**src/rv_pkg.sv**
```systemverilog
/* RV32I core shared types */
package rv_pkg;

    localparam int xlen = 32;      // data and address width
    localparam int reg_idx_w = 5;  // 32 architectural registers

    // major opcodes the core executes, anything else is illegal
    typedef enum logic [6:0] {
        op     = 7'b0110011,
        op_imm = 7'b0010011,
        lui    = 7'b0110111,
        auipc  = 7'b0010111,
        jal    = 7'b1101111,
        jalr   = 7'b1100111,
        branch = 7'b1100011
    } opcode_t;

    // instruction formats, fmt_n for unknown opcodes
    typedef enum logic [2:0] {
        fmt_r,
        fmt_i,
        fmt_u,
        fmt_j,
        fmt_b,
        fmt_n
    } inst_fmt_t;

    typedef enum logic [3:0] {
        alu_add,
        alu_sub,
        alu_sll,
        alu_slt,
        alu_sltu,
        alu_xor,
        alu_srl,
        alu_sra,
        alu_or,
        alu_and
    } alu_op_t;

    // funct3 encodings of the branch instructions
    typedef enum logic [2:0] {
        beq  = 3'b000,
        bne  = 3'b001,
        blt  = 3'b100,
        bge  = 3'b101,
        bltu = 3'b110,
        bgeu = 3'b111
    } branch_cond_t;

    // write-back source
    typedef enum logic [1:0] {
        wb_alu,
        wb_link,  // pc + 4 for jal / jalr
        wb_none
    } wb_sel_t;

endpackage

```
**src/branch_unit.sv**
```systemverilog
/* branch and jump resolution */
module branch_unit (
    input  rv_pkg::inst_fmt_t       fmt,
    input  rv_pkg::opcode_t         opcode,
    input  logic [2:0]              funct3,
    input  logic [rv_pkg::xlen-1:0] rdata1,
    input  logic [rv_pkg::xlen-1:0] rdata2,
    input  logic [rv_pkg::xlen-1:0] imm,
    input  logic [rv_pkg::xlen-1:0] pc,
    output logic                    taken,
    output logic [rv_pkg::xlen-1:0] target
);
    import rv_pkg::*;

    logic [xlen-1:0] jalr_sum;
    logic            cond_met;

    assign jalr_sum = rdata1 + imm;

    // jalr is register relative with bit 0 cleared, the rest pc relative
    assign target = (opcode == jalr) ? {jalr_sum[xlen-1:1], 1'b0} : pc + imm;

    always_comb begin
        unique case (branch_cond_t'(funct3))
            beq:     cond_met = (rdata1 == rdata2);
            bne:     cond_met = (rdata1 != rdata2);
            blt:     cond_met = $signed(rdata1) < $signed(rdata2);
            bge:     cond_met = $signed(rdata1) >= $signed(rdata2);
            bltu:    cond_met = rdata1 < rdata2;
            bgeu:    cond_met = rdata1 >= rdata2;
            default: cond_met = 1'b0;  // funct3 010 / 011 never branch
        endcase
    end

    always_comb begin
        if (opcode == jal || opcode == jalr) begin
            taken = 1'b1;
        end else if (fmt == fmt_b) begin
            taken = cond_met;
        end else begin
            taken = 1'b0;
        end
    end

endmodule

```
**src/instr_decoder.sv**
```systemverilog
/* RV32I instruction decoder */
module instr_decoder (
    input  logic [rv_pkg::xlen-1:0]      inst,
    output logic [rv_pkg::reg_idx_w-1:0] rd,
    output logic [rv_pkg::reg_idx_w-1:0] rs1,
    output logic [rv_pkg::reg_idx_w-1:0] rs2,
    output logic [rv_pkg::xlen-1:0]      imm,
    output rv_pkg::inst_fmt_t            fmt,
    output rv_pkg::opcode_t              opcode,
    output logic [2:0]                   funct3,
    output rv_pkg::alu_op_t              alu_op,
    output rv_pkg::wb_sel_t              wb_sel,
    output logic                         illegal
);
    import rv_pkg::*;

    logic [6:0] funct7;

    assign opcode = opcode_t'(inst[6:0]);
    assign rd     = inst[11:7];
    assign funct3 = inst[14:12];
    assign rs1    = inst[19:15];
    assign rs2    = inst[24:20];
    assign funct7 = inst[31:25];

    // format, write-back source and illegal flag from the opcode
    always_comb begin
        illegal = 1'b0;
        unique case (opcode)
            op: begin
                fmt    = fmt_r;
                wb_sel = wb_alu;
            end
            op_imm, jalr: begin
                fmt    = fmt_i;
                wb_sel = (opcode == jalr) ? wb_link : wb_alu;
            end
            lui, auipc: begin
                fmt    = fmt_u;
                wb_sel = wb_alu;
            end
            jal: begin
                fmt    = fmt_j;
                wb_sel = wb_link;
            end
            branch: begin
                fmt    = fmt_b;
                wb_sel = wb_none;  // branches never write rd
            end
            default: begin  // loads, stores, system and the rest
                fmt     = fmt_n;
                wb_sel  = wb_none;
                illegal = 1'b1;
            end
        endcase
    end

    // sign-extended immediates
    always_comb begin
        unique case (fmt)
            fmt_i:   imm = {{20{inst[31]}}, inst[31:20]};
            fmt_b:   imm = {{20{inst[31]}}, inst[7], inst[30:25], inst[11:8], 1'b0};
            fmt_u:   imm = {inst[31:12], 12'b0};
            fmt_j:   imm = {{12{inst[31]}}, inst[19:12], inst[20], inst[30:21], 1'b0};
            default: imm = '0;  // R and unknown formats carry none
        endcase
    end

    always_comb begin
        alu_op = alu_add;  // address and link arithmetic
        if (opcode == op || opcode == op_imm) begin
            unique case (funct3)
                3'b000:  alu_op = (opcode == op && funct7[5]) ? alu_sub : alu_add;
                3'b001:  alu_op = alu_sll;
                3'b010:  alu_op = alu_slt;
                3'b011:  alu_op = alu_sltu;
                3'b100:  alu_op = alu_xor;
                3'b101:  alu_op = funct7[5] ? alu_sra : alu_srl;  // srai sets inst[30] too
                3'b110:  alu_op = alu_or;
                default: alu_op = alu_and;
            endcase
        end
    end

endmodule

```
**src/int_alu.sv**
```systemverilog
/* integer ALU */
module int_alu (
    input  rv_pkg::inst_fmt_t       fmt,
    input  rv_pkg::opcode_t         opcode,
    input  rv_pkg::alu_op_t         alu_op,
    input  logic [rv_pkg::xlen-1:0] rdata1,
    input  logic [rv_pkg::xlen-1:0] rdata2,
    input  logic [rv_pkg::xlen-1:0] imm,
    input  logic [rv_pkg::xlen-1:0] pc,
    output logic [rv_pkg::xlen-1:0] alu_result
);
    import rv_pkg::*;

    logic [xlen-1:0] a;
    logic [xlen-1:0] b;
    logic [4:0]      shamt;

    // operand A
    always_comb begin
        if (fmt == fmt_u) begin
            a = (opcode == lui) ? '0 : pc;  // lui is 0 + imm, auipc is pc + imm
        end else begin
            a = rdata1;
        end
    end

    assign b     = (fmt == fmt_r) ? rdata2 : imm;
    assign shamt = b[4:0];

    always_comb begin
        unique case (alu_op)
            alu_add:  alu_result = a + b;
            alu_sub:  alu_result = a - b;
            alu_sll:  alu_result = a << shamt;
            alu_slt:  alu_result = {{(xlen - 1){1'b0}}, $signed(a) < $signed(b)};
            alu_sltu: alu_result = {{(xlen - 1){1'b0}}, a < b};
            alu_xor:  alu_result = a ^ b;
            alu_srl:  alu_result = a >> shamt;
            alu_sra:  alu_result = $signed(a) >>> shamt;  // keeps the sign bit
            alu_or:   alu_result = a | b;
            alu_and:  alu_result = a & b;
            default:  alu_result = '0;
        endcase
    end

endmodule

```
**src/reg_file.sv**
```systemverilog
/* integer register file */
module reg_file (
    input  logic                         clk,
    input  logic                         reset,
    input  logic [rv_pkg::reg_idx_w-1:0] raddr1,
    input  logic [rv_pkg::reg_idx_w-1:0] raddr2,
    output logic [rv_pkg::xlen-1:0]      rdata1,
    output logic [rv_pkg::xlen-1:0]      rdata2,
    input  logic                         wen,
    input  logic [rv_pkg::reg_idx_w-1:0] waddr,
    input  logic [rv_pkg::xlen-1:0]      wdata
);
    import rv_pkg::*;

    localparam int num_regs = 1 << reg_idx_w;

    logic [xlen-1:0] regs [num_regs];

    always_ff @(posedge clk) begin
        if (reset) begin
            for (int i = 0; i < num_regs; i++) begin
                regs[i] <= '0;
            end
        end else if (wen && waddr != '0) begin  // x0 writes dropped here
            regs[waddr] <= wdata;
        end
    end

    // x0 reads zero whatever the array holds
    always_comb begin
        rdata1 = (raddr1 == '0) ? '0 : regs[raddr1];
        rdata2 = (raddr2 == '0) ? '0 : regs[raddr2];
    end

endmodule

```
**src/retire_unit.sv**
```systemverilog
/* PC, write-back and retire record */
module retire_unit #(
    parameter logic [rv_pkg::xlen-1:0] reset_pc = 32'h8000_0000
) (
    input  logic                         clk,
    input  logic                         reset,
    input  logic                         inst_valid,
    input  logic [rv_pkg::reg_idx_w-1:0] rd,
    input  rv_pkg::wb_sel_t              wb_sel,
    input  logic                         illegal,
    input  logic [rv_pkg::xlen-1:0]      alu_result,
    input  logic                         taken,
    input  logic [rv_pkg::xlen-1:0]      target,
    output logic [rv_pkg::xlen-1:0]      pc,
    output logic                         wen,
    output logic [rv_pkg::reg_idx_w-1:0] waddr,
    output logic [rv_pkg::xlen-1:0]      wdata,
    output logic                         retire_valid,
    output logic [rv_pkg::xlen-1:0]      retire_pc,
    output logic [rv_pkg::reg_idx_w-1:0] retire_rd,
    output logic                         retire_we,
    output logic [rv_pkg::xlen-1:0]      retire_wdata,
    output logic [rv_pkg::xlen-1:0]      retire_next_pc,
    output logic                         retire_illegal
);
    import rv_pkg::*;

    logic [xlen-1:0] seq_pc;
    logic [xlen-1:0] next_pc;

    assign seq_pc  = pc + xlen'(4);
    assign next_pc = taken ? target : seq_pc;  // illegal ops are never taken

    // write port of the register file, lands on the same edge as retire
    assign wen   = inst_valid && (wb_sel != wb_none);
    assign waddr = rd;
    assign wdata = (wb_sel == wb_link) ? seq_pc : alu_result;

    always_ff @(posedge clk) begin
        if (reset) begin
            pc             <= reset_pc;
            retire_valid   <= 1'b0;
            retire_we      <= 1'b0;
            retire_illegal <= 1'b0;
        end else begin
            retire_valid <= inst_valid;
            retire_we    <= wen;  // low in idle cycles
            if (inst_valid) begin
                pc             <= next_pc;
                retire_illegal <= illegal;
            end
        end
    end

    // retire payload, only meaningful with retire_valid
    always_ff @(posedge clk) begin
        if (inst_valid) begin
            retire_pc      <= pc;
            retire_rd      <= rd;
            retire_wdata   <= wdata;
            retire_next_pc <= next_pc;
        end
    end

endmodule

```
**src/rv_core.sv**
```systemverilog
/* RV32I single-cycle core */
module rv_core #(
    parameter logic [rv_pkg::xlen-1:0] reset_pc = 32'h8000_0000
) (
    input  logic                         clk,
    input  logic                         reset,
    input  logic                         inst_valid,
    input  logic [rv_pkg::xlen-1:0]      inst,
    output logic [rv_pkg::xlen-1:0]      pc,
    output logic                         retire_valid,
    output logic [rv_pkg::xlen-1:0]      retire_pc,
    output logic [rv_pkg::reg_idx_w-1:0] retire_rd,
    output logic                         retire_we,
    output logic [rv_pkg::xlen-1:0]      retire_wdata,
    output logic [rv_pkg::xlen-1:0]      retire_next_pc,
    output logic                         retire_illegal
);
    import rv_pkg::*;

    // decode
    logic [reg_idx_w-1:0] rd, rs1, rs2;
    logic [xlen-1:0]      imm;
    inst_fmt_t            fmt;
    opcode_t              opcode;
    logic [2:0]           funct3;
    alu_op_t              alu_op;
    wb_sel_t              wb_sel;
    logic                 illegal;

    // operands and results
    logic [xlen-1:0]      rdata1, rdata2;
    logic [xlen-1:0]      alu_result;
    logic                 taken;
    logic [xlen-1:0]      target;

    // write-back port
    logic                 wen;
    logic [reg_idx_w-1:0] waddr;
    logic [xlen-1:0]      wdata;

    instr_decoder u_decoder (
        .inst(inst), .rd(rd), .rs1(rs1), .rs2(rs2), .imm(imm), .fmt(fmt),
        .opcode(opcode), .funct3(funct3), .alu_op(alu_op), .wb_sel(wb_sel),
        .illegal(illegal)
    );

    reg_file u_reg_file (
        .clk(clk), .reset(reset), .raddr1(rs1), .raddr2(rs2),
        .rdata1(rdata1), .rdata2(rdata2), .wen(wen), .waddr(waddr), .wdata(wdata)
    );

    // alu and branch unit see the same operands
    int_alu u_alu (
        .fmt(fmt), .opcode(opcode), .alu_op(alu_op), .rdata1(rdata1),
        .rdata2(rdata2), .imm(imm), .pc(pc), .alu_result(alu_result)
    );

    branch_unit u_branch (
        .fmt(fmt), .opcode(opcode), .funct3(funct3), .rdata1(rdata1),
        .rdata2(rdata2), .imm(imm), .pc(pc), .taken(taken), .target(target)
    );

    retire_unit #(
        .reset_pc(reset_pc)
    ) u_retire (
        .clk(clk), .reset(reset), .inst_valid(inst_valid), .rd(rd),
        .wb_sel(wb_sel), .illegal(illegal), .alu_result(alu_result),
        .taken(taken), .target(target), .pc(pc),
        .wen(wen), .waddr(waddr), .wdata(wdata),
        .retire_valid(retire_valid), .retire_pc(retire_pc), .retire_rd(retire_rd),
        .retire_we(retire_we), .retire_wdata(retire_wdata),
        .retire_next_pc(retire_next_pc), .retire_illegal(retire_illegal)
    );

endmodule

```
**config.mk**
```make
export PLATFORM = sky130hd
export DESIGN_NAME = rv_core
export DESIGN_NICKNAME = d
export VERILOG_FILES = /design/src/rv_pkg.sv /design/src/branch_unit.sv /design/src/instr_decoder.sv /design/src/int_alu.sv /design/src/reg_file.sv /design/src/retire_unit.sv /design/src/rv_core.sv
export SDC_FILE = /design/constraint.sdc
export NUM_CORES = 2
export LEC_CHECK = 0
export ABC_AREA = 0
export BUFFER_PORTS_ARGS = -buffer_cell sky130_fd_sc_hd__buf_2
export CORE_MARGIN = 4
export CORE_UTILIZATION = 69
export CTS_CLUSTER_SIZE = 8
export DETAILED_ROUTE_END_ITERATION = 12
export PLACE_DENSITY = 0.95
export SYNTH_ARGS = -nofsm -noshare
export SYNTH_HDL_FRONTEND = slang
export SYNTH_SLANG_ARGS = --single-unit
export TNS_END_PERCENT = 5
```
**constraint.sdc**
```tcl
create_clock -name clk -period 16.4 [get_ports clk]
set_input_delay 2.46 -clock clk [delete_from_list [all_inputs] [get_ports clk]]
set_output_delay 2.46 -clock clk [all_outputs]
set_load 0.01 [all_outputs]
```
==> results.cfg, run 1 <==
[grt]
track_usage = 0.788
grt-ovfl-total = 10
grt_max_degree = 134
antenna_found_initial = 41

[yosys]
syn_inst = 6592
synth_edf_count = 1125
synth_cell_types = 106
synth_top_cell_by_area = edfxtp_1
synth_top_cell_area_share = 0.457
synth.yosys.seq_area_share = 0.467
synthFlopType = edfxtp_1
syn_area_per_cell_um2 = 11.2
synth_warnings = 0
synth_area_mm2 = 0.0739
async_reset_ff_frac = 0
synthTopCellsByArea = edfxtp_1 (46%), mux4_2 (9.5%), mux2i_1 (9.1%), nor2_1 (4.0%), ha_1 (3.3%)
ys_ff_latch = 1160

[die]
io_pins = 171
die-height_um = 335
initial_core_util = 0.699
row_count = 119
fp.dieW_um = 335

[clock_tree]
post_cts_resize_count = 0
cts-root-buf = clkbuf_16
cts_hold_buffers = 0
clkSinkCount = 1160
htreeDepth = 4
clockBufferDepth = 3
cts_setup_buffers = 0
cts_inserted_buffers = 163

[placed_design]
place.gp.congestion = 1.13
portBuffers = 170
hpwl_um = 207000

[outcome]
error = [ERROR GRT-0232] Routing congestion too high. Check the congestion heatmap in the GUI.
outcome = did not finish
stop_stage = global routing
-- kinds of logic after synthesis --
kind of cell    after synthesis  share of synthesized area
xor+xnor                     76                    0.00901
simple gates               1804                      0.112
mux                         993                      0.188
compound gates             1548                      0.141
other cells                   1                  0.0000508
buf+inv                     813                     0.0491
fa+ha+maj                   197                     0.0338
flops                      1160                      0.467
-- Yosys cell counts (all sizes together) (33+ instances only) --
cell       n
a211oi    98
a21o      61
a21oi    428
a22oi    293
a31oi     35
and2      33
buf      290
clkbuf   334
dfxtp     35
edfxtp  1125
ha       193
inv      189
mux2i    672
mux4     311
nand2    254
nand2b    66
nand3     70
nor2     786
nor3     382
o211ai    86
o21ai    225
o221ai    46
o22ai     39
xnor2     48
-- metrics by stage --
step / hold slack [ns] / util / worst slack (ns) / cell area (um^2) / cells
after detailed placement: 0.492 / 0.717 / 5.49 / 75800 / 7734
after global placement: 0.486 / 0.717 / 5.62 / 75800 / 7734
after CTS: 0.505 / 0.760 / 6.08 / 80400 / 7936
after floorplan: 0.498 / - / 7.33 / 74000 / 6623
-- metal layers --
| layer | overflow | track usage |
|---|---|---|
| met1 | 1 | 0.784 |
| met3 | 2 | 0.694 |
| met2 | 2 | 0.903 |
| met5 | 0 | 0.556 |
| met4 | 5 | 0.755 |
==> run 2: changes to the inputs <==
- CORE_UTILIZATION: 69 -> 40
- CTS_CLUSTER_SIZE: 8 -> unset
- PLACE_DENSITY: 0.95 -> unset
- PLACE_DENSITY_LB_ADDON: unset -> 0.15
==> run 2 against run 1 <==
Effect of this change:
- the flow now finishes without violations
- area after synthesis did not move
- synthesized cell count did not move
==> results.cfg, run 2 <==
[outcome]
outcome = finished, final reports clean

[clock_tree]
clockBufferDepth = 3
cts_tree = done
cts-root-buf = clkbuf_16
clkSlewWorstSetupHoldPaths_ns = 0.06
htreeDepth = 4
worstSkewPairLatency_ns = 0.82
post_cts_resize_count = 0
clkSinkCount = 1160
cts_setup_buffers = 0
cts_inserted_buffers = 136
cts_hold_buffers = 0

[yosys]
synth_area_mm2 = 0.0739
ys_ff_latch = 1160
async_reset_ff_frac = 0
synthSimpleGateAreaFrac = 0.112
synth_edf_count = 1125
synth_xor_area_frac = 0.00901
synth_compound_area_frac = 0.141
synth-adder-area-share = 0.0338
synth.yosys.seq_area_share = 0.467
syn_inst = 6592
synth_top_family_by_area = multiplexers
synth_warnings = 0
syn_area_per_cell_um2 = 11.2
synthFlopType = edfxtp_1
synth.most_common_cell = edfxtp_1
synth_cell_types = 106
synth_top_cell_area_share = 0.457
yosys-top-cells-count = edfxtp_1 (1,125), nor2_1 (783), mux2i_1 (670), a21oi_1 (425), nor3_1 (382)
synthTopCellsByArea = edfxtp_1 (46%), mux4_2 (9.5%), mux2i_1 (9.1%), nor2_1 (4.0%), ha_1 (3.3%)
synth_top_cell_by_area = edfxtp_1
synth_mux_area_frac = 0.188

[cells_and_area]
multi_input_area_mm2 = 0.0365
largest_reg_flops = 1024
fillers = 17100
mostFrequentLayoutCells = edfxtp_1 (1,125), nor2_1 (775), mux2i_1 (670), a21oi_1 (423), nor3_1 (377)
syn_to_final_growth_pct = 10.7
largest-register = u_reg_file.regs
mostFrequentLayoutCell = edfxtp_1
regArea_mm2 = 0.0345
nNetsFinal = 6760
drive_gt1_frac = 0.165

[timing]
setup-tns-final_ns = 0
relSlewSlack = 0.133
clock.fmax_mhz = 96.8
finalCritPeriodShare = 0.630
hold_viol = 0
fin_crit_ns = 10.33
finalSetupViolCount = 0
finalClockSkew_ns = 0.0414
drv_slew = 0
timing.final.ws_setup_ns = 6.07
grt_setup_unrepaired = no
tightest_slew_ns = 1.26

[placed_design]
hpwl_um = 223000
place.gp.congestion = 1.05
portBuffers = 170
place_ws_ns = 5.48

[worst_setup_path]
critPathLaunchType = input pin
cp-end-kind = flip-flop
cp-startpoint = inst[17]
worstPathArrival_ns = 10.83
critical_path_required_ns = 16.90
crit-reg2reg-launch = u_reg_file.regs[18][6]
r2r_cells = 18
crit_fanout = 49
path_class = input pin to flip-flop

[grt]
track_usage = 0.350
antenna_found_initial = 19
grt_pass1_wl_um = 474000
grt_pass1_vias = 59100
grt-ovfl-total = 0
grt_max_degree = 116

[route]
vias = 61600
wl_per_cell_um = 37.9
ant_nets = 0
dr.pass1.iters = 8
drc = 0
drt_iter0_drc = 8813
viasPerCell = 6.76
drt_wl_total_um = 345000

[die]
fp.dieW_um = 438
io_pins = 171
core_mm2 = 0.183
die-height_um = 438
initial_core_util = 0.403
die_area_mm2 = 0.192
row_count = 157

[power]
p_total_mw = 8.06
power-per-cell-area_mw_per_mm2 = 98.6
leakage_nw = 31.4
ir_drop_uv = 64.8

[hold_path]
hold_path_depth = 2
min_from = u_retire.retire_illegal
hold_path.class = flip-flop to flip-flop

[flow_run]
cap_violations = 0
==> run 2: cell counts after synthesis <==
No cell type changed its count.
==> run 2: final timing paths <==
path	to	slack, ns
setup / recovery	u_reg_file.regs[31][25]	6.07
hold / removal	u_retire.retire_illegal	0.52
setup reg to reg	u_reg_file.regs[31][25]	8.60
hold reg to reg	u_retire.retire_illegal	0.52
==> run 2: logic make-up (layout without fill, tap and decap cells) <==
logic type      count (synthesis)  count (layout)
compound gates               1548            1548
xor+xnor                       76              76
fa+ha+maj                     197             197
buf+inv                       813             827
flops                        1160            1160
mux                           993             993
other cells                     1              43
simple gates                 1804            1804
==> run 2: critical path, stage by stage <==
cell	delay (ns)
buf_2	0.08
buf_4	0.38
nor2b_4	0.97
buf_4	0.84
a22oi_1	0.18
a21oi_1	0.21
or4_1	0.48
o21ai_1	0.33
ha_1	0.59
o21ai_0	0.12
a21oi_1	0.27
o211ai_1	0.21
a2111oi_0	0.86
o211ai_1	0.41
a21oi_1	0.77
a221o_1	0.30
o2111a_1	0.19
o21ai_0	0.15
o31ai_4	0.37
buf_4	0.42
nor2_1	0.10
==> run 2: cell type report <==
class                           count  area share
Sequential cell                  1160       0.422
Inverter                          189     0.00868
Antenna cell                       11    0.000337
Tap cell                         2464      0.0377
Clock inverter                     77     0.00839
Multi-Input combinational cell   4650       0.446
Timing Repair Buffer              391      0.0324
Clock buffer                      170      0.0444
==> run 2: routing by layer <==
metal	part of all wire	routed length [um]	track usage	vias to the layer above
met4	0.065	22500	0.197	6
li1	-	-	-	25200
met1	0.38	132000	0.453	31200
met2	0.44	151000	0.530	4220
met3	0.12	39700	0.0979	961
met5	0.00011	39	0	-
==> run 2: per-stage QoR <==
step	std cells	util	hold slack [ns]	instance area, um^2
global placement	8854	0.422	0.481	77400
CTS	9101	0.446	0.511	81700
global route	9104	0.446	0.527	81700
floorplan	6623	-	0.498	74000
detailed placement	8854	0.422	0.498	77400
finish	9112	0.446	0.516	81700
==> run 2: report_power, final <==
group | total [mW] | switching, mW | internal (mW) | leakage, nW
combinational | 1.63 | 1.14 | 0.482 | 17.5
clock | 3.01 | 1.32 | 1.69 | 2.10
sequential | 3.42 | 0.0637 | 3.36 | 11.9
Note: power is estimated with default switching activity, not from simulation.
